$ cat src/logic/msdapPkg.sv
package msdapPkg;

    // serial link
    localparam int WordBits = 16;

    // table and memory sizes
    localparam int NumRj = 16;
    localparam int NumCoeff = 512;
    localparam int NumTaps = 256;

    localparam int RjAddrBits = $clog2(NumRj);
    localparam int CoeffAddrBits = $clog2(NumCoeff);
    localparam int TapAddrBits = $clog2(NumTaps);

    // datapath widths
    localparam int RjBits = 8;
    localparam int AccBits = 24;
    localparam int ResultBits = 40;

    // audio sample, also the raw word off the serial link
    typedef logic signed [WordBits-1:0] sampleT;

    // sign in the top bit, tap index below it
    typedef logic [TapAddrBits:0] coeffT;

    typedef logic [RjBits-1:0] rjT; // coefficients in one group

    typedef logic signed [AccBits-1:0] accT;
    typedef logic signed [ResultBits-1:0] resultT;

    typedef enum logic [1:0] {
        loadRj,
        loadCoeff,
        run
    } phaseT;

endpackage

$ cat src/logic/serialIn.sv
module serialIn import msdapPkg::*; (
    input  logic   clk,
    input  logic   rst,
    input  logic   frame,
    input  logic   inL,
    input  logic   inR,
    input  logic   accept,
    output sampleT wordL,
    output sampleT wordR,
    output logic   wordValid
);

    logic capturing;
    logic [$clog2(WordBits)-1:0] bitCount;

    always_ff @(posedge clk or posedge rst) begin
        if (rst) begin
            capturing <= 1'b0;
            bitCount <= '0;
            wordL <= '0;
            wordR <= '0;
            wordValid <= 1'b0;
        end else begin
            wordValid <= 1'b0;
            // frame cycle already carries the msb
            if (capturing || (frame && accept)) begin
                wordL <= {wordL[WordBits-2:0], inL};
                wordR <= {wordR[WordBits-2:0], inR};
                bitCount <= bitCount + 1'b1; // wraps to 0 after the lsb
                capturing <= 1'b1;
                if (bitCount == '1) begin
                    capturing <= 1'b0;
                    wordValid <= 1'b1;
                end
            end
        end
    end

    // frames must line up with word boundaries
    assert property (@(posedge clk) disable iff (rst) capturing |-> !frame)
        else $error("frame seen in the middle of a serial word");

endmodule

$ cat config.mk
export PLATFORM = sky130hd
export DESIGN_NAME = serialIn
export DESIGN_NICKNAME = d
export VERILOG_FILES = /design/src/logic/msdapPkg.sv /design/src/logic/serialIn.sv
export SDC_FILE = /design/constraint.sdc
export NUM_CORES = 1
export LEC_CHECK = 0
export ABC_AREA = 1
export BUFFER_PORTS_ARGS = -buffer_cell sky130_fd_sc_hd__buf_2
export CORE_MARGIN = 2
export CORE_UTILIZATION = 35
export DETAILED_ROUTE_END_ITERATION = 16
export GPL_TIMING_DRIVEN = 0
export PLACE_DENSITY = 0.59
export SYNTH_ARGS = -nofsm -noshare
export SYNTH_HDL_FRONTEND = slang
export SYNTH_SLANG_ARGS = --single-unit
$ cat constraint.sdc
create_clock -name clk -period 0.8 [get_ports clk]
set_input_delay 0.04 -clock clk [delete_from_list [all_inputs] [get_ports clk]]
set_output_delay 0.04 -clock clk [all_outputs]
set_load 0.1 [all_outputs]
# After elaboration in Yosys (flattened, before gate mapping)
# Cells that the tools add are included.
dict set report classes {
  multipliers 0
  add_sub_neg 1
  bitwise_logic 0
  n_mux 3
  n_reduce_logical 2
  div 0
  shifts 0
  n_eq_ne 1
  order_cmp 0
}
# op n
set op_table {}
lappend op_table {{$add 4x1->4 const B} 1}
lappend op_table {{$eq 4x4->1 const B} 1}
lappend op_table {{$mux 1} 3}
lappend op_table {{$logic_and 1x1->1} 1}
lappend op_table {{$logic_or 1x1->1} 1}
dict set report totals {
  register_bits 38
  word_cells 12
  inputBits 6
  out_inout_bits 33
  rom_bits 0
  memories 0
  latch_bits 0
  ramBits 0
}

# Longest topological paths before layout
# Gate-level depths: netlist (run 1).
dict set report logic_depth {
  word_depth 3
  mapped_depth 7
  mapped_depth_nobuf 6
}

# Worst setup path after synthesis (run 1)
# Ideal clock, no wire load.
dict set report synth_timing {
  path_kind {register -> register}
  from {register wordL[14] (netlist name)}
  to {register wordL[14]}
  setup_ns 0.083
  slack_ns -0.452
  n_path_buf 0
  required_time_ns 0.717
  t_arrival_ns 1.169
  stages_incl_launch_ff 3
  synth_period_minus_slack_ns 1.252
  cell_sequence {dfrtp_1 -> inv_1 -> o21ai_0}
}
# element line_no
set synth_lines {}
lappend synth_lines {{end signal, assigned} serialIn.sv:27} ;# wordL <= {wordL[WordBits-2:0], inL};
lappend synth_lines {{end, declared} serialIn.sv:8} ;# output sampleT wordL,

# Worst setup path in the final report (run 1)
dict set report layout_timing {
  from {register capturing}
  to {register wordR[2]}
}
dict set report layout_between {
  elab_chain_cells 1
}
# element line_no
set layout_rtl {}
lappend layout_rtl {{start, declared} serialIn.sv:13} ;# logic capturing;
lappend layout_rtl {{start signal, assigned} serialIn.sv:18} ;# capturing <= 1'b0;
lappend layout_rtl {{start signal, assigned} serialIn.sv:30} ;# capturing <= 1'b1;
lappend layout_rtl {{start signal, assigned} serialIn.sv:32} ;# capturing <= 1'b0;
lappend layout_rtl {{$logic_or 1x1->1} serialIn.sv:26} ;# if (capturing || (frame && accept)) begin
lappend layout_rtl {{end signal, assigned} serialIn.sv:28} ;# wordR <= {wordR[WordBits-2:0], inR};
lappend layout_rtl {{end, declared} serialIn.sv:9} ;# output sampleT wordR,
# Every way passes these cells.
# A chain may end at the register's enable or synchronous reset.

==> results of run 1 <==
-- cells by family after synthesis --
| family | count (synthesis) |
|---|---|
| fa+ha+maj | 1 |
| buf+inv | 15 |
| compound gates | 4 |
| simple gates | 105 |
| xor+xnor | 2 |
| flops | 38 |
-- metrics by stage --
stage / cell area [um^2] / setup TNS (ps)
2_1_floorplan: 1590 / -3630
3_3_place_gp: 1850 / -6480
3_5_place_dp: 1850 / -6820
4_1_cts: 2700 / -11830
5_1_grt: 2860 / -14070
6_report: 2860 / -11620
-- cell type report --
type                            count  area, um^2
Fill cell                         303        1200
Sequential cell                    38        1030
Timing Repair Buffer               78        1030
Multi-Input combinational cell    112         539
Buffer                              7        83.8
Clock buffer                        8        80.1
Tap cell                           50        62.6
Inverter                            8        36.3
-- layer usage --
| layer | part of all wire, % | up-vias |
|---|---|---|
| met4 | 1.6 | 0 |
| met2 | 54 | 40 |
| met3 | 4.7 | 8 |
| met1 | 39 | 659 |
| met5 | 0 | - |
| li1 | - | 662 |
-- timing repair --
action | 4_1_cts | 5_1_grt
setup endpoints to repair | 71 | 71
pin swaps | 0 | 4
resized for setup | 138 | 27
endpoints found under the hold margin | 40 | 38
buffers inserted | 30 | 4
gates cloned | 2 | 2
-- critical path: stages (launching register included) --
cell	delay [ps]
dfrtp_1	370
inv_2	60
nand2_4	70
buf_8	150
clkbuf_16	160
nand2_2	50
nand2_1	40
-- path summary, 6_finish.rpt --
kind	from	endpoint	slack, ps	cells past startpoint
max	capturing	wordR[2]	-220	6
min	rst	bitCount[3]	-100	2
max reg2reg	capturing	wordR[2]	-220	6
min reg2reg	wordR[7]	wordR[7]	550	2
max in group asynchronous	rst	wordL[11]	380	2
min in group clk	accept	bitCount[2]	220	6
-- synth_stat cells --
cell | count | area share (%)
xor2_1 | 1 | 0.59
inv_1 | 7 | 1.8
nand3_1 | 2 | 0.67
buf_2 | 1 | 0.34
inv_2 | 1 | 0.25
buf_4 | 3 | 1.5
nand2_2 | 1 | 0.42
nand2_1 | 100 | 25
ha_1 | 1 | 0.84
o21ai_0 | 4 | 1.3
xnor2_1 | 1 | 0.59
buf_6 | 3 | 2.3
nor2_1 | 2 | 0.50
dfrtp_1 | 38 | 64
-- registers in the layout, summed over array words and instances (netlist names) --
signal	cells
wordL	16
wordR	16
bitCount	4
capturing	1
wordValid	1
==> flow_metrics.py, run 1 <==
metrics = {
    "route": {
        "vias_per_cell": 4.55,
        "post-route-drc-count": 0,
        "postRouteAntennaNets": 0,
        "vias": 1369,
        "wl_um": 4060,
        "drt_first_pass_iters": 4,
        "first_iter_violations": 50,
        "wl_per_cell_um": 13.5,
    },
    "clock_tree": {
        "ctsHoldBuffers": 2,
        "clk_latency_ps": 290,
        "htree_levels": 2,
        "cts.sinks": 38,
        "clk_pin_slew_ps": 70,
        "clockBufferDepth": 2,
        "cts_root_buf": "clkbuf_8",
        "cts_tree": "built",
        "cts_buffers": 5,
    },
    "hold_path": {
        "holdCritPathClass": "in2async",
    },
    "synth": {
        "syn-mean-instance-area_um2": 9.04,
        "yosysWarnings": 0,
        "synth_nets": 172,
        "synth_mux_area_share_pct": 0,
        "synth_cell_type_count": 14,
        "synth-xor-area-share_pct": 1.17,
        "synthCells": 165,
        "synthAdderAreaFrac_pct": 0.839,
        "yosys.area_share.simple_pct": 26.8,
        "synth_compound_area_share_pct": 1.34,
        "ys_seq_area_share_pct": 63.8,
        "synth_seq_cells": 38,
        "synth_top_family_by_area": "simple AND/OR/NAND/NOR gates",
        "syn-cell-area_mm2": 0.00149,
    },
    "timing": {
        "timing.final.ws_setup_ps": -219,
        "hold_viol_final": 38,
        "worst_pin_slew_ps": 820,
        "whs_ps": -99.5,
        "fmax_mhz": 982,
        "period_minus_slack_ps": 1020,
        "rsz0062_at_grt": "true",
        "setup_violations": 71,
        "finClkSkew_ps": 7.75,
        "period_share_pct": 127,
        "max_slew_margin_pct": 45.2,
        "drv_slew": 0,
    },
    "status": {
        "violations": "hold timing, setup timing",
        "status": "finished with violations",
    },
    "final_layout": {
        "final_net_count": 257,
        "final_common_cell": "nand2_1",
        "utilization_pct": 70.4,
        "final_cell_mix": "nand2_1, buf_4, buf_12",
        "layoutNonFillerInstCount": 301,
        "drive_gt1_share_pct": 59.0,
        "antennaDiodeCount": 0,
        "area_delta_synth_final_pct": 91.6,
    },
    "die": {
        "die_area_mm2": 0.00480,
        "rows": 23,
        "die_y_um": 69.3,
        "start_util_pct": 36.8,
        "die_width_um": 69.3,
        "core_mm2": 0.00406,
        "io_pins": 39,
    },
    "setup_path": {
        "critPathKind": "reg2reg",
        "cp_max_fo": 7,
        "crit_arrival_ps": 1200,
        "required_ps": 990,
        "endpoint_kind": "register",
        "cp-start-kind": "register",
    },
    "grt": {
        "grt_start_max_net_pins": 39,
        "gr-usage-met1_pct": 20.7,
        "grt_pass1_wl_um": 6770,
        "met2_usage_pct": 30.9,
        "antenna_found_initial": 0,
        "grt_pass1_vias": 1411,
        "overflow": 0,
        "gr-max-usage-layer": "met2",
        "use_met3_pct": 5.52,
        "grt_use_total_pct": 17.8,
    },
    "placed_design": {
        "place.gp.congestion": 0.691,
        "numPortBuffers": 38,
        "place_ws_ps": -218,
        "place_hpwl_um": 1960,
        "placedCellCount": 253,
    },
    "flow_run": {
        "maxCapViolations": 0,
    },
}
Power of run 1 is left out: the tool's default activity adds up to more than one toggle a clock period on the data nets, which glitch-free logic cannot reach.
==> run 2, diff against run 1 <==
--- a/config.mk
+++ b/config.mk
@@ -10,7 +10,6 @@
 export CORE_MARGIN = 2
 export CORE_UTILIZATION = 35
 export DETAILED_ROUTE_END_ITERATION = 16
-export GPL_TIMING_DRIVEN = 0
 export PLACE_DENSITY = 0.59
 export SYNTH_ARGS = -nofsm -noshare
 export SYNTH_HDL_FRONTEND = slang
==> run 2 against run 1 <==
  * The run ends with setup timing left
  * Flip-flop and latch count stayed put
  * Critical path depth grew 1
  * Hold slack improved by 350 ps
  * Utilization grew 5.5 points
  * Global-route usage is 0.056 points lower
  * Non-clock buffer count grew 6
  * Register-to-register slack worse by 30 ps
  * Clock-buffer cell count fell by 1
  * Via count rose by 4.9%
  * Critical endpoint is now wordR[9]
  * Highest routed layer unchanged
==> flow_metrics.py, run 2 (synthesized netlist as in run 1, its figures left out) <==
metrics = {
    "setup_path": {
        "worst-r2r-setup-slack_ps": -250,
        "cp-start-kind": "register",
        "r2r_end": "wordR[9]",
        "endpoint_kind": "register",
        "required_ps": 1020,
        "critPathKind": "reg2reg",
        "r2r-start": "capturing",
        "reg2reg_depth": 7,
        "crit_arrival_ps": 1280,
        "cp_max_fo": 5,
    },
    "final_layout": {
        "area_delta_synth_final_pct": 106,
        "drive_gt1_share_pct": 68.0,
        "postLayoutCellArea_mm2": 0.00308,
        "final_common_cell": "nand2_1",
        "layoutNonFillerInstCount": 306,
        "final_net_count": 263,
        "final_cell_mix": "nand2_1, buf_12, nand2_2, buf_4, dfrtp_2",
        "reg_top3": "wordL x16, wordR x16, bitCount x4",
        "antennaDiodeCount": 0,
        "nFillCells": 235,
    },
    "route": {
        "first_iter_violations": 59,
        "post-route-drc-count": 0,
        "vias_per_cell": 4.69,
        "drt_first_pass_iters": 4,
        "wl_um": 4300,
        "postRouteAntennaNets": 0,
        "wl_per_cell_um": 14.0,
        "vias": 1436,
    },
    "timing": {
        "worst_pin_slew_ps": 270,
        "finClkSkew_ps": 4.14,
        "drv_slew": 0,
        "period_share_pct": 131,
        "timing.final.ws_setup_ps": -251,
        "fmax_mhz": 951,
        "hold_viol_final": 0,
        "rsz0062_at_grt": "true",
        "max_slew_margin_pct": 81.9,
        "setup_violations": 71,
        "whs_ps": 246,
        "period_minus_slack_ps": 1050,
    },
    "clock_tree": {
        "htree_levels": 2,
        "clk_pin_slew_ps": 70,
        "cts_tree": "built",
        "cts_buffers": 5,
        "cts_root_buf": "clkbuf_8",
        "cts.sinks": 38,
        "clk_latency_ps": 290,
        "clockBufferDepth": 2,
    },
    "status": {
        "violations": "setup timing",
        "status": "finished with violations",
    },
    "placed_design": {
        "numPortBuffers": 38,
        "placed_area_mm2": 0.00238,
        "place_hpwl_um": 2190,
        "place.gp.congestion": 0.716,
        "place_ws_ps": -171,
        "placedCellCount": 255,
    },
    "die": {
        "core_mm2": 0.00406,
        "start_util_pct": 36.8,
        "die_y_um": 69.3,
        "io_pins": 39,
        "die_area_mm2": 0.00480,
        "rows": 23,
        "die_width_um": 69.3,
    },
    "hold_path": {
        "holdCritPathClass": "in2async",
    },
    "grt": {
        "overflow": 0,
        "grt_use_total_pct": 17.8,
        "grt_pass1_vias": 1417,
        "antenna_found_initial": 0,
        "grt_start_max_net_pins": 29,
        "grt_pass1_wl_um": 6790,
    },
    "flow_run": {
        "maxCapViolations": 0,
    },
}
-- run 2: cell types whose count changed in the layout (fill, tap and decap cells not counted), moves of 4 or more --
cell and change:
nand2_2 +19, nand2_1 -18, buf_12 +9, buf_6 -4
-- run 2: worst max-delay path by stage --
stage	from	to	cells past startpoint
3_5_place_dp	capturing	wordL[15]	6
6_report	capturing	wordR[9]	7
2_1_floorplan	capturing	wordL[1]	6
5_1_grt	capturing	wordL[3]	6
3_3_place_gp	capturing	wordL[4]	5
4_1_cts	wordL[13]	wordL[13]	1
-- run 2: area by class of cell --
cell class | count | area (um^2) | area share (%)
repair buffers | 91 | 1280 | 41.6
clock buffers | 7 | 76.3 | 2.48
well taps | 50 | 62.6 | 2.03
flip-flops and latches | 38 | 1030 | 33.4
inverters | 8 | 38.8 | 1.26
multi-input cells | 112 | 589 | 19.1
-- run 2: worst max-delay path, cell delays in order, from the launching register on --
cell       delay (ps)
dfrtp_1           370
inv_2              70
nand2_4            70
inv_6              80
buf_12            130
clkbuf_16         150
nand2_1            50
nand2_1            60
-- run 2: routing by layer --
metal	track usage (%)	wire length [um]
met4	5.01	85
met1	21.7	1730
met2	30.7	2280
met5	0	0
met3	5.09	194
-- run 2: repair_timing --
action | CTS | global route
resized for setup | 28 | 36
hold buffers | 3 | 0
setup buffers | 27 | 9
endpoints found under the hold margin | 40 | 0
endpoints found under the setup margin | 71 | 71
pin swaps | 9 | 6
cloned | 3 | 3
-- run 2: per-stage QoR --
stage / util [%] / TNS, ps
6_report: 75.9 / -13890
5_1_grt: 75.9 / -16640
4_1_cts: 70.2 / -12070
3_5_place_dp: 58.6 / -5080
3_3_place_gp: 58.6 / -4210
2_1_floorplan: - / -3630
Power of run 2 is left out for the same reason.
==> run 3, diff against run 2 <==
--- a/config.mk
+++ b/config.mk
@@ -11,6 +11,7 @@
 export CORE_UTILIZATION = 35
 export DETAILED_ROUTE_END_ITERATION = 16
 export PLACE_DENSITY = 0.59
+export SETUP_SLACK_MARGIN = 0.4
 export SYNTH_ARGS = -nofsm -noshare
 export SYNTH_HDL_FRONTEND = slang
 export SYNTH_SLANG_ARGS = --single-unit
==> run 3 against run 2 <==
  * The flow finishes with violations (hold timing, setup timing)
  * Clock-buffer cell count unchanged
  * Utilization down 7.3 points
  * Global-route usage down 1.4 points
  * First-iteration DRC count up 41%
  * Fmax up 2.9%
  * Critical path depth down 6
  * Cell count down 5.9%
  * Hold slack worse by 460 ps
  * Non-clock buffer count down 19
  * Design area down 9.7%
  * Setup slack better by 30 ps
==> flow_metrics.py, run 3 (synthesized netlist as in run 1, its figures left out) <==
metrics = {
    "status": {
        "status": "finished with violations",
        "violations": "hold timing, setup timing",
    },
    "route": {
        "postRouteAntennaNets": 0,
        "vias": 1285,
        "first_iter_violations": 83,
        "vias_per_cell": 4.46,
        "wl_per_cell_um": 12.5,
        "wl_um": 3600,
        "post-route-drc-count": 0,
        "drt_first_pass_iters": 4,
    },
    "die": {
        "start_util_pct": 36.8,
        "die_area_mm2": 0.00480,
        "rows": 23,
        "die_width_um": 69.3,
        "core_mm2": 0.00406,
        "io_pins": 39,
        "die_y_um": 69.3,
    },
    "timing": {
        "setup_violations": 71,
        "hold_viol_final": 40,
        "fmax_mhz": 979,
        "period_minus_slack_ps": 1020,
        "fin_tns_setup_ps": -12850,
        "max_slew_margin_pct": 86.6,
        "whs_ps": -217,
        "timing.final.ws_setup_ps": -221,
        "worst_pin_slew_ps": 201,
        "finClkSkew_ps": 7.46,
        "drv_slew": 0,
        "period_share_pct": 128,
        "rsz0062_at_grt": "true",
    },
    "placed_design": {
        "numPortBuffers": 38,
        "place_hpwl_um": 2150,
        "place.gp.congestion": 0.655,
        "placedCellCount": 252,
    },
    "final_layout": {
        "final_cell_mix": "nand2_1, buf_12, dfrtp_4",
        "final_net_count": 244,
        "nFillCells": 293,
        "area_delta_synth_final_pct": 86.5,
        "drive_gt1_share_pct": 50.8,
        "reg_top3": "wordL x16, wordR x16, bitCount x4",
        "antennaDiodeCount": 0,
        "seq_area_mm2": 0.00107,
        "multi_input_area_um2": 474,
        "layoutNonFillerInstCount": 288,
        "final_common_cell": "nand2_1",
    },
    "setup_path": {
        "reg2reg_depth": 5,
        "worstPathCellList": "buf_12",
        "endpoint_kind": "primary output",
        "worst-r2r-setup-slack_ps": -210,
        "critPathKind": "reg2out",
        "path_buf_inv": 1,
        "required_ps": 760,
        "crit_arrival_ps": 980,
        "path_delay_family": "flip-flops",
        "cp_max_fo": 3,
        "cp-start-kind": "register",
        "r2r_end": "wordR[14]",
        "cp_slowest_stage_delay_ps": 510,
        "r2r-start": "capturing",
        "slowest_stage": "dfrtp_4",
    },
    "clock_tree": {
        "cts_buffers": 5,
        "cts_tree": "built",
        "cts.sinks": 38,
        "htree_levels": 2,
        "clk_pin_slew_ps": 70,
        "clockBufferDepth": 2,
        "clk_latency_ps": 290,
        "cts_root_buf": "clkbuf_8",
    },
    "flow_run": {
        "maxCapViolations": 0,
    },
    "grt": {
        "grt_pass1_vias": 1273,
        "grt_pass1_wl_um": 6160,
        "antenna_found_initial": 0,
        "overflow": 0,
        "grt_start_max_net_pins": 39,
        "grt_use_total_pct": 16.4,
    },
    "hold_path": {
        "holdCritPathClass": "in2async",
    },
}
-- run 3: metrics by stage --
step / util, % / worst slack (ps) / area (um^2)
5_1_grt: 68.5 / -265 / 2780
6_report: 68.5 / -221 / 2780
3_5_place_dp: 59.5 / -179 / 2410
2_1_floorplan: - / -117 / 1640
3_3_place_gp: 59.5 / -132 / 2410
4_1_cts: 67.9 / -216 / 2760
-- run 3: area by class of cell --
cell class	count	area share, %
Sequential cell	38	38.6
Timing Repair Buffer	72	37.6
Multi-Input combinational cell	112	17.0
Clock buffer	7	3.10
Tap cell	50	2.25
Inverter	8	1.21
Clock inverter	1	0.180
-- run 3: layer usage --
layer / wire [um] / share of wire [%] / track usage, % / vias up
li1: - / - / - / 632
met1: 1430 / 40 / 19.2 / 608
met2: 1880 / 52 / 27.7 / 39
met3: 227 / 6.3 / 5.23 / 6
met4: 57 / 1.6 / 6.54 / 0
met5: 0 / 0 / 0 / -
-- run 3: how the worst max path moves through the flow --
stage,start,endpoint,slack (ps),depth (start not counted)
global placement,capturing,bitCount[3],-130,7
detailed placement,capturing,bitCount[3],-180,7
global route,capturing,wordR[15],-270,6
CTS,wordR[2],wordR[2],-220,1
floorplan,capturing,wordL[1],-120,6
finish,wordL[0],wordL[0],-220,1
-- run 3: what timing repair did --
item	4_1_cts	5_1_grt
endpoints found under the hold margin	40	40
gates cloned	2	0
gates resized for setup	7	1
pin swaps	3	0
endpoints found under the setup margin	71	71
setup buffers	23	3
-- run 3: worst reg2reg max path, cell delays in order, from the launching register on --
cell       delay (ps)
dfrtp_1           370
inv_2              60
nand2_4            80
bufbuf_16         290
nand2_1            70
nand2_1            50
Power of run 3 is left out for the same reason.
