$ cat config.mk
export PLATFORM = sky130hd
export DESIGN_NAME = macEngine_flat
export DESIGN_NICKNAME = d
export VERILOG_FILES = /design/src/logic/msdapPkg.sv /design/src/logic/tapPort.sv /design/src/logic/macEngine.sv /design/src/flat_wrapper.sv
export SDC_FILE = /design/constraint.sdc
export NUM_CORES = 1
export LEC_CHECK = 0
export BUFFER_PORTS_ARGS = -buffer_cell sky130_fd_sc_hd__buf_4
export CAP_MARGIN = 10
export CELL_PAD_IN_SITES_DETAIL_PLACEMENT = 1
export CELL_PAD_IN_SITES_GLOBAL_PLACEMENT = 1
export CORE_ASPECT_RATIO = 1.5
export CORE_MARGIN = 4
export CORE_UTILIZATION = 26
export DETAILED_ROUTE_END_ITERATION = 12
export PLACE_DENSITY_LB_ADDON = 0.1
export RECOVER_POWER = 100
export SYNTH_ARGS = -nofsm -noshare
export SYNTH_HDL_FRONTEND = slang
export SYNTH_SLANG_ARGS = --single-unit
$ cat constraint.sdc
create_clock -name clk -period 10.9 [get_ports clk]
set_input_delay 3.27 -clock clk [delete_from_list [all_inputs] [get_ports clk]]
set_output_delay 3.27 -clock clk [all_outputs]
set_load 0.05 [all_outputs]
$ cat src/logic/msdapPkg.sv
package msdapPkg;

    // serial link
    localparam int WordBits = 16;

    // table and memory sizes
    localparam int NumRj = 16;
    localparam int NumCoeff = 512;
    localparam int NumTaps = 256;

    localparam int RjAddrBits = $clog2(NumRj);
    localparam int CoeffAddrBits = $clog2(NumCoeff);
    localparam int TapAddrBits = $clog2(NumTaps);

    // datapath widths
    localparam int RjBits = 8;
    localparam int AccBits = 24;
    localparam int ResultBits = 40;

    // audio sample, also the raw word off the serial link
    typedef logic signed [WordBits-1:0] sampleT;

    // sign in the top bit, tap index below it
    typedef logic [TapAddrBits:0] coeffT;

    typedef logic [RjBits-1:0] rjT; // coefficients in one group

    typedef logic signed [AccBits-1:0] accT;
    typedef logic signed [ResultBits-1:0] resultT;

    typedef enum logic [1:0] {
        loadRj,
        loadCoeff,
        run
    } phaseT;

endpackage

$ cat src/logic/tapPort.sv
interface tapPort import msdapPkg::*; ();

    logic [RjAddrBits-1:0] rjSel;
    logic [CoeffAddrBits-1:0] coeffAddr;
    logic [TapAddrBits-1:0] tapAddr; // 0 is newest sample

    // read data, no latency
    rjT rjCount;
    coeffT coeff;
    sampleT tap;

    modport store (
        input rjSel,
        input coeffAddr,
        input tapAddr,
        output rjCount,
        output coeff,
        output tap
    );

    modport engine (
        output rjSel,
        output coeffAddr,
        output tapAddr,
        input rjCount,
        input coeff,
        input tap
    );

endinterface

$ cat src/logic/macEngine.sv
module macEngine import msdapPkg::*; (
    input  logic   clk,
    input  logic   rst,
    input  logic   start,
    output logic   busy,
    output logic   done,
    output resultT result,
    tapPort.engine tp
);

    typedef enum logic [1:0] {
        sIdle,
        sWalk,
        sShift,
        sPresent
    } stateT;

    stateT state;
    logic [RjAddrBits-1:0] grp;
    logic [CoeffAddrBits-1:0] coeffAddr;
    rjT cnt; // position inside the current group
    accT acc;
    resultT work;

    accT tapExt;
    accT addend;
    accT top;
    resultT merged;
    resultT shifted;
    logic negCoeff;
    logic lastGrp;

    // shift cycle looks ahead to the next group's count
    assign tp.rjSel = (state == sShift) ? grp + 1'b1 : grp;
    assign tp.coeffAddr = coeffAddr;
    assign tp.tapAddr = tp.coeff[TapAddrBits-1:0];

    assign negCoeff = tp.coeff[TapAddrBits];
    assign tapExt = accT'(tp.tap);
    assign addend = negCoeff ? ~tapExt : tapExt; // +1 comes in as carry below

    // group sum lands on the top bits, then halve
    assign top = work[ResultBits-1 -: AccBits] + acc;
    assign merged = {top, work[ResultBits-AccBits-1:0]};
    assign shifted = merged >>> 1;

    assign lastGrp = grp == RjAddrBits'(NumRj - 1);

    assign busy = state != sIdle;
    assign done = state == sPresent;

    always_ff @(posedge clk or posedge rst) begin
        if (rst) begin
            state <= sIdle;
            grp <= '0;
            coeffAddr <= '0;
            cnt <= '0;
            acc <= '0;
            work <= '0;
            result <= '0;
        end else begin
            case (state)
                sIdle: begin
                    if (start) begin
                        grp <= '0;
                        coeffAddr <= '0;
                        cnt <= '0;
                        acc <= '0;
                        work <= '0;
                        state <= (tp.rjCount == '0) ? sShift : sWalk; // empty group 0
                    end
                end
                sWalk: begin
                    acc <= acc + addend + accT'(negCoeff);
                    coeffAddr <= coeffAddr + 1'b1;
                    if (cnt == tp.rjCount - 1'b1) begin
                        cnt <= '0;
                        state <= sShift;
                    end else begin
                        cnt <= cnt + 1'b1;
                    end
                end
                sShift: begin
                    work <= shifted;
                    acc <= '0;
                    grp <= grp + 1'b1;
                    if (lastGrp) begin
                        result <= shifted;
                        state <= sPresent;
                    end else if (tp.rjCount != '0) begin
                        state <= sWalk;
                    end
                    // empty next group stays here for its shift
                end
                default: state <= sIdle; // present lasts one cycle
            endcase
        end
    end

    assert property (@(posedge clk) disable iff (rst) start |-> !busy)
        else $error("sample arrived while engine busy");

endmodule

$ cat src/flat_wrapper.sv
// flat-port wrapper written by rule: the top's interface ports become plain ports
module macEngine_flat import msdapPkg::*;
  (clk, rst, start, busy, done, result, tp_rjSel, tp_coeffAddr, tp_tapAddr, tp_rjCount, tp_coeff, tp_tap);
  tapPort tp_i ();
  input  logic clk;
  input  logic rst;
  input  logic start;
  output logic busy;
  output logic done;
  output resultT result;
  output wire logic [$bits(tp_i.rjSel)-1:0] tp_rjSel;
  output wire logic [$bits(tp_i.coeffAddr)-1:0] tp_coeffAddr;
  output wire logic [$bits(tp_i.tapAddr)-1:0] tp_tapAddr;
  input wire logic [$bits(tp_i.rjCount)-1:0] tp_rjCount;
  input wire logic [$bits(tp_i.coeff)-1:0] tp_coeff;
  input wire logic [$bits(tp_i.tap)-1:0] tp_tap;
  assign tp_rjSel = tp_i.rjSel;
  assign tp_coeffAddr = tp_i.coeffAddr;
  assign tp_tapAddr = tp_i.tapAddr;
  assign tp_i.rjCount = tp_rjCount;
  assign tp_i.coeff = tp_coeff;
  assign tp_i.tap = tp_tap;
  macEngine u_core (.clk(clk), .rst(rst), .start(start), .busy(busy), .done(done), .result(result), .tp(tp_i));
endmodule
# After elaboration in Yosys (flattened, before gate mapping)
# Index checks and enable logic that the tools add are counted.
word_totals:
  latch_bits: 0
  output_inout_bits: 63
  rom_bits: 0
  n_memories: 0
  in_bits: 36
  reg_bits: 126
  ram_bits: 0
op_classes:
  mux: 19
  n_bitwise: 1
  magnitude_cmp: 0
  multipliers: 0
  shifts: 0
  div_mod_pow: 0
  addsub: 7
  n_eq_ne: 8
  reduce_logical: 12
ops:
  columns: ["cell", "count"]
  rows:
  - ["$pmux W40 S2", 1]
  - ["$pmux W24 S3", 1]
  - ["$add A24 B24 Y24", 2]
  - ["$mux W24", 2]
  - ["$mux W40", 1]
  - ["$add A24 B2 Y24", 1]
  - ["$not A16 Y24", 1]
  - ["$pmux W9 S2", 1]
  - ["$mux W8", 2]
  - ["$pmux W8 S2", 1]
  - ["$mux W2", 5]
  - ["$add A9 B1 Y9 const B", 1]
  - ["$mux W9", 1]
  - ["$add A8 B1 Y8 const B", 1]
  - ["$eq A8 B8 Y1", 1]
  - ["$logic_not A8 Y1", 1]
  - ["$mux W4", 2]
  - ["$pmux W4 S2", 1]
  - ["$reduce_and A2 Y1", 4]
  - ["$reduce_bool A8 Y1", 1]
  - ["$sub A8 B1 Y8 const B", 1]
  - ["$pmux W2 S3", 1]
  - ["$reduce_bool A2 Y1", 3]
  - ["$add A4 B1 Y4 const B", 1]
  - ["other kinds (9)", 10]

# Longest topological paths before layout
# Gate-level depths: netlist of run 1.
depth:
  ltp_word: 5
  depth_mapped: 12
  depth_no_buf: 11

# Worst setup path after synthesis of run 1
# No wires, ideal clock.
synth_path:
  path_type: "input to output"
  startpoint: "input tp_coeff[0]"
  endpoint: "output tp_tapAddr[0]"
  arrival_time_ps: 3440
  path_slack_ps: 4190
  required_time_ps: 7630
  path_stages: 1
  n_path_buf: 1
  cell_sequence: "buf_4"
synth_lines:
  columns: ["item", "line_no", "text"]
  rows:
  - ["start: declaration", "flat_wrapper.sv:15", "input wire logic [$bits(tp_i.coeff)-1:0] tp_coeff;"]
  - ["end: declaration", "flat_wrapper.sv:13", "output wire logic [$bits(tp_i.tapAddr)-1:0] tp_tapAddr;"]
# No word-level cell between the ends.

# Final worst setup path of run 1
layout_path:
  startpoint: "input tp_coeff[8]"
  endpoint: "register u_core.acc[23]"
layout_between:
  elab_chain_cells: 4
layout_rtl:
  columns: ["item", "line_no", "text"]
  rows:
  - ["$mux W24", "macEngine.sv:40", "assign addend = negCoeff ? ~tapExt : tapExt;"]
  - ["$add A24 B24 Y24", "macEngine.sv:74", "acc <= acc + addend + accT'(negCoeff);"]
  - ["$add A24 B2 Y24 (*)", "macEngine.sv:74", null]
  - ["$pmux W24 S3 (*)", "macEngine.sv:62", "case (state)"]
  - ["end signal: assignment", "macEngine.sv:74", null]
  - ["end: declaration", "macEngine.sv:22", "accT acc;"]
# Mark *: on every way between the ends. The rest lies on a longest branch, timed or not.
# A chain may end at the register's enable or synchronous reset.

==> results of run 1 <==
-- final cells by class --
class / count / area, um2 / area share
Clock buffer: 21 / 470 / 0.0529
Clock inverter: 11 / 141 / 0.0159
Inverter: 27 / 103 / 0.0115
Multi-Input combinational cell: 635 / 4140 / 0.466
Sequential cell: 124 / 3100 / 0.349
Tap cell: 390 / 488 / 0.0549
Timing Repair Buffer: 90 / 443 / 0.0498
-- power breakdown --
group	switching (W)	total [W]	leakage, nW	internal [W]
clock network	0.000220	0.000596	0.295	0.000376
registers	0.0000965	0.000650	1.68	0.000554
logic	0.000655	0.00106	2.17	0.000401
total	0.000972	0.00230	4.14	0.00133
-- stage by stage --
step,std cells,setup WS [ns]
2_1_floorplan,829,4.19
3_3_place_gp,1266,4.36
3_5_place_dp,1266,4.36
4_1_cts,1298,4.36
5_1_grt,1298,3.79
6_report,1298,4.25
-- layer usage --
layer / vias to the layer above / share of wire
met5: - / 0
met3: 16 / 0.030
li1: 3058 / -
met4: 0 / 0.016
met1: 3013 / 0.43
met2: 80 / 0.53
-- kinds of logic after synthesis --
family                     count (synthesis)
buffers and inverters                     70
xor gates and xnor gates                  71
adders and majority gates                 53
and+or+nand+nor                          274
AOI/OAI and AO/OA                        227
muxes                                     10
DFF                                      124
-- flip-flops by register name (all words and copies together), names as in the netlist --
signal / cells
u_core.grp: 4
u_core.work: 38
u_core.tp.coeffAddr: 9
u_core.cnt: 8
u_core.acc: 24
u_core.result: 39
u_core.state: 2
-- cell usage in the layout (no fill, tap or decap), types with 19 or more instances in the layout --
cell	count
sky130_fd_sc_hd__a21o_1	19
sky130_fd_sc_hd__nand2_1	158
sky130_fd_sc_hd__a22o_1	29
sky130_fd_sc_hd__xor2_1	36
sky130_fd_sc_hd__a21oi_1	41
sky130_fd_sc_hd__ha_1	51
sky130_fd_sc_hd__clkbuf_1	63
sky130_fd_sc_hd__nand3_1	25
sky130_fd_sc_hd__inv_1	26
sky130_fd_sc_hd__buf_4	27
sky130_fd_sc_hd__dfrtp_1	124
sky130_fd_sc_hd__nor2_1	29
sky130_fd_sc_hd__o21ai_0	80
sky130_fd_sc_hd__xnor2_1	34
-- path summary, 6_finish.rpt --
check                                         startpoint  slack (ns)  cells after the start                            end
max in group asynchronous                            rst        5.25                      3     u_core.acc[21]$_DFFE_PP0P_
max                                          tp_coeff[8]        4.25                     11     u_core.acc[23]$_DFFE_PP0P_
max reg2reg                  u_core.state[0]$_DFFE_PP0P_        7.08                      6  u_core.result[37]$_DFFE_PP0P_
min reg2reg                u_core.result[13]$_DFFE_PP0P_        0.47                      2  u_core.result[13]$_DFFE_PP0P_
min in group asynchronous                            rst        3.81                      2  u_core.result[21]$_DFFE_PP0P_
min                        u_core.result[13]$_DFFE_PP0P_        0.47                      2  u_core.result[13]$_DFFE_PP0P_
-- worst max-delay path, stage by stage --
cell and delay [ns]:
sky130_fd_sc_hd__clkbuf_1 0.84, sky130_fd_sc_hd__xor2_1 0.75, sky130_fd_sc_hd__ha_1 0.44, sky130_fd_sc_hd__and4_1 0.26, sky130_fd_sc_hd__and3_1 0.21, sky130_fd_sc_hd__a31o_2 0.24
sky130_fd_sc_hd__a211oi_1 0.21, sky130_fd_sc_hd__a21boi_0 0.27, sky130_fd_sc_hd__xor2_1 0.24, sky130_fd_sc_hd__a21oi_1 0.10, sky130_fd_sc_hd__o21bai_1 0.18
==> qor.log, run 1 <==
INFO  run_status     run_status=finished with violations
INFO  run_status     violations=capacitance limit, slew limit
INFO  final_layout   insertedDiodeCount=0
INFO  yosys          synth_cells=829
INFO  critical_path  critPathLaunchType=input port
INFO  drt            routed_via_density=4.75
INFO  critical_path  timing.setup.critical_path_class=in -> reg
INFO  sta            timing.final.crit_period=6.65ns
INFO  drt            drt-wirelength-per-cell=17.3um
INFO  power_and_ir_drop power.ir.vdd_worst=0.120mV
INFO  floorplanning  design.core.area=0.0287mm2
INFO  floorplanning  initial_utilization=0.263
INFO  yosys          synth-compound-area-share=0.194
INFO  yosys          synth.top_cell.area_share=0.411
INFO  power_and_ir_drop fin_total_pwr=0.00230W
INFO  grt            groute.layer.met2.usage=0.268
INFO  yosys          synthesis.yosys.warnings=0
INFO  power_and_ir_drop leakagePower=4.14nW
INFO  grt            first_global_vias=6760
INFO  drt            finalWirelength=22400um
INFO  sta            slew_headroom=-1.25
INFO  floorplanning  die_height=217um
INFO  sta            report.final.hold_viol_count=0
INFO  power_and_ir_drop p_per_area=259mW/mm2
INFO  yosys          synth.lib_cells_used.distinct=66
INFO  sta            fin_worst_hold_slack=0.468ns
INFO  yosys          synthAdderAreaFrac=0.0897
INFO  final_layout   finish.net_count=984
INFO  yosys          synth_top_flop_cell=sky130_fd_sc_hd__dfrtp_1
INFO  drt            drtAntennaViolNets=0
INFO  grt            grt_antenna_before_repair=0
INFO  sta            fin_tns_setup=0ns
INFO  floorplanning  placement_rows=76
INFO  sta            max_freq=150MHz
INFO  clock_tree     clk-insertion-delay-late=0.44ns
INFO  yosys          synth-simple-area-share=0.166
INFO  drt            first_pass_iters=4
INFO  critical_path  cp_data_arrival_time=7.01ns
INFO  final_layout   finalInstanceArea=0.00889mm2
INFO  clock_tree     cts_htree_levels=4
INFO  critical_path  critical_path_peak_fanout=16
INFO  grt            gr-max-usage-layer=met2
INFO  clock_tree     post_cts_hold_buffer_count=0
INFO  clock_tree     cts_tree=done
INFO  final_layout   filler_cell_count=3432
INFO  yosys          yosys_register_bits=124
INFO  grt            first_pass_grt_wire_length=36900um
INFO  yosys          synthDominantAreaCellType=sky130_fd_sc_hd__dfrtp_1
INFO  clock_tree     cts_resized=0
INFO  sta            setup-violations-final=0
INFO  min_path       worstHoldPathType=reg -> reg
INFO  clock_tree     cts-buffers-inserted=17
INFO  sta            final_min_period_over_clock_period=0.610
INFO  place          routabilityCongestion=0.785
INFO  critical_path  worstSetupEndpointType=flop
INFO  drt            vias=6167
INFO  final_layout   post_route_cells_drive_above_1_share=0.0903
INFO  yosys          seq_area_frac_synth=0.411
INFO  clock_tree     clockBufferDepth=2
INFO  yosys          syn_nets=918
INFO  clock_tree     post-cts-setup-buffers=0
INFO  final_layout   syn2layout_area_growth=17.6%
INFO  sta            timing_max_transition_violations_final=230
INFO  place          hpwlAfterDp=16400um
INFO  sta            worstMarginPinSlew=3.36ns
INFO  floorplanning  die_w=147um
INFO  place          dpl_cell_area=0.00852mm2
INFO  floorplanning  ioPinCount=99
INFO  grt            globalRoute.totalOverflow=0
INFO  yosys          yosys-top-cells-count=sky130_fd_sc_hd__nand2_1 (158), sky130_fd_sc_hd__dfrtp_1 (124), sky130_fd_sc_hd__o21ai_0 (76), sky130_fd_sc_hd__ha_1 (51), sky130_fd_sc_hd__a21oi_1 (41)
INFO  final_layout   finish.utilization=0.310
INFO  yosys          synthTopCellsByArea=sky130_fd_sc_hd__dfrtp_1 (41%), sky130_fd_sc_hd__ha_1 (8.4%), sky130_fd_sc_hd__nand2_1 (7.8%)
INFO  yosys          synth_area=0.00756mm2
INFO  yosys          synth_edf_count=0
INFO  sta            fin_skew=0.00997ns
INFO  run            maxCapViolCount=6
INFO  yosys          synth_most_common_cell=sky130_fd_sc_hd__nand2_1
INFO  drt            drtIter0Drc=203
INFO  drt            drc_errors=0
INFO  floorplanning  floorplan_die_area=0.0319mm2
INFO  place          number_of_i_o_port_buffers=82
INFO  grt            track_usage=0.147
INFO  critical_path  crit_required=11.26ns
INFO  yosys          synth.avg_cell_area=9.12um2
INFO  grt            grt_use_met1=0.173
INFO  yosys          async_flop_share=1.00
INFO  clock_tree     clkSinkCount=124
INFO  yosys          synth_top_family_by_area=compound AO/OA/AOI/OAI gates
INFO  clock_tree     clockRootBuffer=sky130_fd_sc_hd__clkbuf_16
INFO  yosys          synth_mux_area_frac=0.0144
INFO  clock_tree     cts_clk_pin_slew_worst_paths=0.06ns
INFO  grt            grt_start_max_net_pins=73
INFO  sta            grt_setup_unrepaired=false
INFO  grt            grtUsageMet3=0.0281
INFO  yosys          synthXorXnorAreaFrac=0.0841
Power figures use the tool's default switching activity.
==> run 2: changes to the inputs <==
==> constraint.sdc (replaced) <==
create_clock -name clk -period 5.37 [get_ports clk]
set_input_delay 1.611 -clock clk [delete_from_list [all_inputs] [get_ports clk]]
set_output_delay 1.611 -clock clk [all_outputs]
set_load 0.05 [all_outputs]
==> qor.log, run 2 (synthesized netlist as in run 1, its figures left out) <==
INFO  floorplanning  ioPinCount=99 [unchanged]
INFO  clock_tree     cts-buffers-inserted=17 [unchanged]
INFO  drt            finalWirelength=22600um [+0.92%]
INFO  sta            grt_setup_unrepaired=false
INFO  power_and_ir_drop seq_power_share=0.280 [-0.002]
INFO  grt            globalRoute.totalOverflow=0 [unchanged]
INFO  sta            timing.final.crit_period=4.43ns
INFO  sta            timing_max_transition_violations_final=189 [-18%]
INFO  drt            drc_errors=0 [unchanged]
INFO  clock_tree     cts_clk_pin_slew_worst_paths=0.06ns [about the same]
INFO  floorplanning  initial_utilization=0.263 [unchanged]
INFO  final_layout   largest_register_ff_count=39 [unchanged]
INFO  power_and_ir_drop comb_power_share=0.453 [-0.006]
INFO  run_status     violations=capacitance limit, slew limit
INFO  final_layout   reg.largest.list=u_core.result: 39 flops, u_core.work: 38 flops, u_core.acc: 24 flops
INFO  clock_tree     clk-insertion-delay-late=0.44ns [about the same]
INFO  place          number_of_i_o_port_buffers=82 [unchanged]
INFO  sta            report.final.hold_viol_count=0 [unchanged]
INFO  sta            setup-violations-final=0 [unchanged]
INFO  sta            slew_headroom=-1.03 [+0.225]
INFO  floorplanning  design.core.area=0.0287mm2 [unchanged]
INFO  final_layout   final_cell_mix=sky130_fd_sc_hd__nand2_1 (158), sky130_fd_sc_hd__dfrtp_1 (124), sky130_fd_sc_hd__o21ai_0 (80)
INFO  min_path       critical_hold_path_startpoint=u_core.result[10]$_DFFE_PP0P_
INFO  clock_tree     post-cts-setup-buffers=0 [unchanged]
INFO  critical_path  critPathLaunchType=flop
INFO  clock_tree     clockRootBuffer=sky130_fd_sc_hd__clkbuf_16
INFO  final_layout   finish.net_count=985 [+0.10%]
INFO  drt            vias=6204 [+0.60%]
INFO  clock_tree     cts_resized=0 [unchanged]
INFO  place          pre_cts_slack=0.883ns [-3.48 ns]
INFO  drt            first_pass_iters=4 [unchanged]
INFO  sta            fin_skew=0.00794ns [-0.00203 ns]
INFO  floorplanning  die_w=147um [unchanged]
INFO  final_layout   final_common_cell=sky130_fd_sc_hd__nand2_1
INFO  drt            drt-wirelength-per-cell=17.4um [+0.84%]
INFO  power_and_ir_drop power.net_switching=0.00199W [+100%]
INFO  final_layout   syn2layout_area_growth=18.3%
INFO  power_and_ir_drop cell_internal_pwr=0.00276W [+110%]
INFO  critical_path  timing.setup.critical_path_class=reg -> out
INFO  sta            max_freq=226MHz
INFO  power_and_ir_drop leakagePower=4.18nW [+0.89%]
INFO  critical_path  cp_data_arrival_time=2.82ns [-4.19 ns]
INFO  sta            final.setup.worst_slack=0.936ns [-3.31 ns]
INFO  place          routabilityCongestion=0.789 [+0.55%]
INFO  grt            grt_antenna_before_repair=0 [unchanged]
INFO  critical_path  crit_required=3.76ns [-7.50 ns]
INFO  power_and_ir_drop power.ir.vdd_worst=0.248mV [+110%]
INFO  final_layout   insertedDiodeCount=0 [unchanged]
INFO  critical_path  rr_startpoint=u_core.state[1]$_DFFE_PP0P_
INFO  grt            track_usage=0.148 [+0.000194]
INFO  floorplanning  placement_rows=76 [unchanged]
INFO  grt            grt_start_max_net_pins=76 [+4.1%]
INFO  final_layout   finish.utilization=0.311 [+0.00170]
INFO  clock_tree     cts_htree_levels=4 [unchanged]
INFO  place          hpwlAfterDp=16700um [+1.8%]
INFO  drt            drtAntennaViolNets=0 [unchanged]
INFO  final_layout   largest_register=u_core.result
INFO  clock_tree     clockBufferDepth=2 [unchanged]
INFO  critical_path  critical_path_peak_fanout=21 [+5]
INFO  power_and_ir_drop pwr-share-clk=0.267 [+0.008]
INFO  drt            drtIter0Drc=140 [-31%]
INFO  drt            routed_via_density=4.78 [+0.52%]
INFO  grt            first_pass_grt_wire_length=36800um [-0.39%]
INFO  power_and_ir_drop swShare=0.419 [-0.00306]
INFO  min_path       worstHoldPathType=reg -> reg
INFO  clock_tree     clkSinkCount=124 [unchanged]
INFO  final_layout   post_route_cells_drive_above_1_share=0.0946 [+0.00430]
INFO  clock_tree     post_cts_hold_buffer_count=0 [unchanged]
INFO  run            maxCapViolCount=4 [-2]
INFO  power_and_ir_drop p_per_area=531mW/mm2 [+100%]
INFO  run_status     run_status=finished with violations
INFO  grt            first_global_vias=6753 [-0.10%]
INFO  critical_path  worstSetupEndpointType=output pin
INFO  sta            worstMarginPinSlew=3.04ns [-0.319 ns]
INFO  clock_tree     cts_tree=done
INFO  floorplanning  die_height=217um [unchanged]
INFO  sta            fin_tns_setup=0ns [unchanged]
INFO  critical_path  setup.worst_path.start=u_core.state[1]$_DFFE_PP0P_
INFO  sta            final_min_period_over_clock_period=0.826
INFO  floorplanning  floorplan_die_area=0.0319mm2 [unchanged]
run 2: power groups by stage:
stage                     logic, W  registers [W]  clock network, W
after detailed placement   0.00223        0.00135                 0
after CTS                  0.00224        0.00133           0.00131
after floorplan            0.00163        0.00131                 0
after global routing       0.00244        0.00136           0.00135
final                      0.00215        0.00133           0.00127
after global placement     0.00222        0.00135                 0
run 2: path summary, 6_finish.rpt:
| path | endpoint | slack, ns | cells past startpoint |
|---|---|---|---|
| max | tp_rjSel[3] | 0.94 | 5 |
| min | u_core.result[10]$_DFFE_PP0P_ | 0.47 | 2 |
| max reg2reg | u_core.result[24]$_DFFE_PP0P_ | 1.52 | 4 |
| min reg2reg | u_core.result[10]$_DFFE_PP0P_ | 0.47 | 2 |
| max in group asynchronous | u_core.tp.coeffAddr[2]$_DFFE_PP0P_ | 1.35 | 2 |
| min in group asynchronous | u_core.result[23]$_DFFE_PP0P_ | 2.28 | 2 |
run 2: routing by layer:
metal / up-vias / wire length, um / GRT usage
met4: 0 / 513 / 0.0600
met2: 93 / 11900 / 0.274
met5: - / 0 / 0
met1: 3029 / 9470 / 0.165
met3: 29 / 714 / 0.0279
li1: 3053 / - / -
run 2: worst max-delay path, stage by stage (launching register included):
cell	delay [ns]
sky130_fd_sc_hd__dfrtp_1	0.47
sky130_fd_sc_hd__nand2b_1	0.13
sky130_fd_sc_hd__clkbuf_1	0.86
sky130_fd_sc_hd__or2_2	0.28
sky130_fd_sc_hd__xnor2_1	0.14
sky130_fd_sc_hd__clkbuf_1	0.51
run 2: area by class of cell:
type	count	area, um2
repair buffers	91	454
well taps	390	488
inverters	27	101
multi-input cells	635	4150
fillers	3394	19800
clock buffers	21	480
clock inverters	11	164
flip-flops and latches	124	3100
run 2: stage by stage:
stage	instance area, um2	cells	power (W)	hold slack (ns)
2_1_floorplan	7560	829	0.00294	0.440
5_1_grt	8940	1299	0.00515	0.500
3_5_place_dp	8530	1267	0.00358	0.464
4_1_cts	9180	1299	0.00488	0.479
6_report	8940	1299	0.00475	0.468
3_3_place_gp	8530	1267	0.00357	0.460
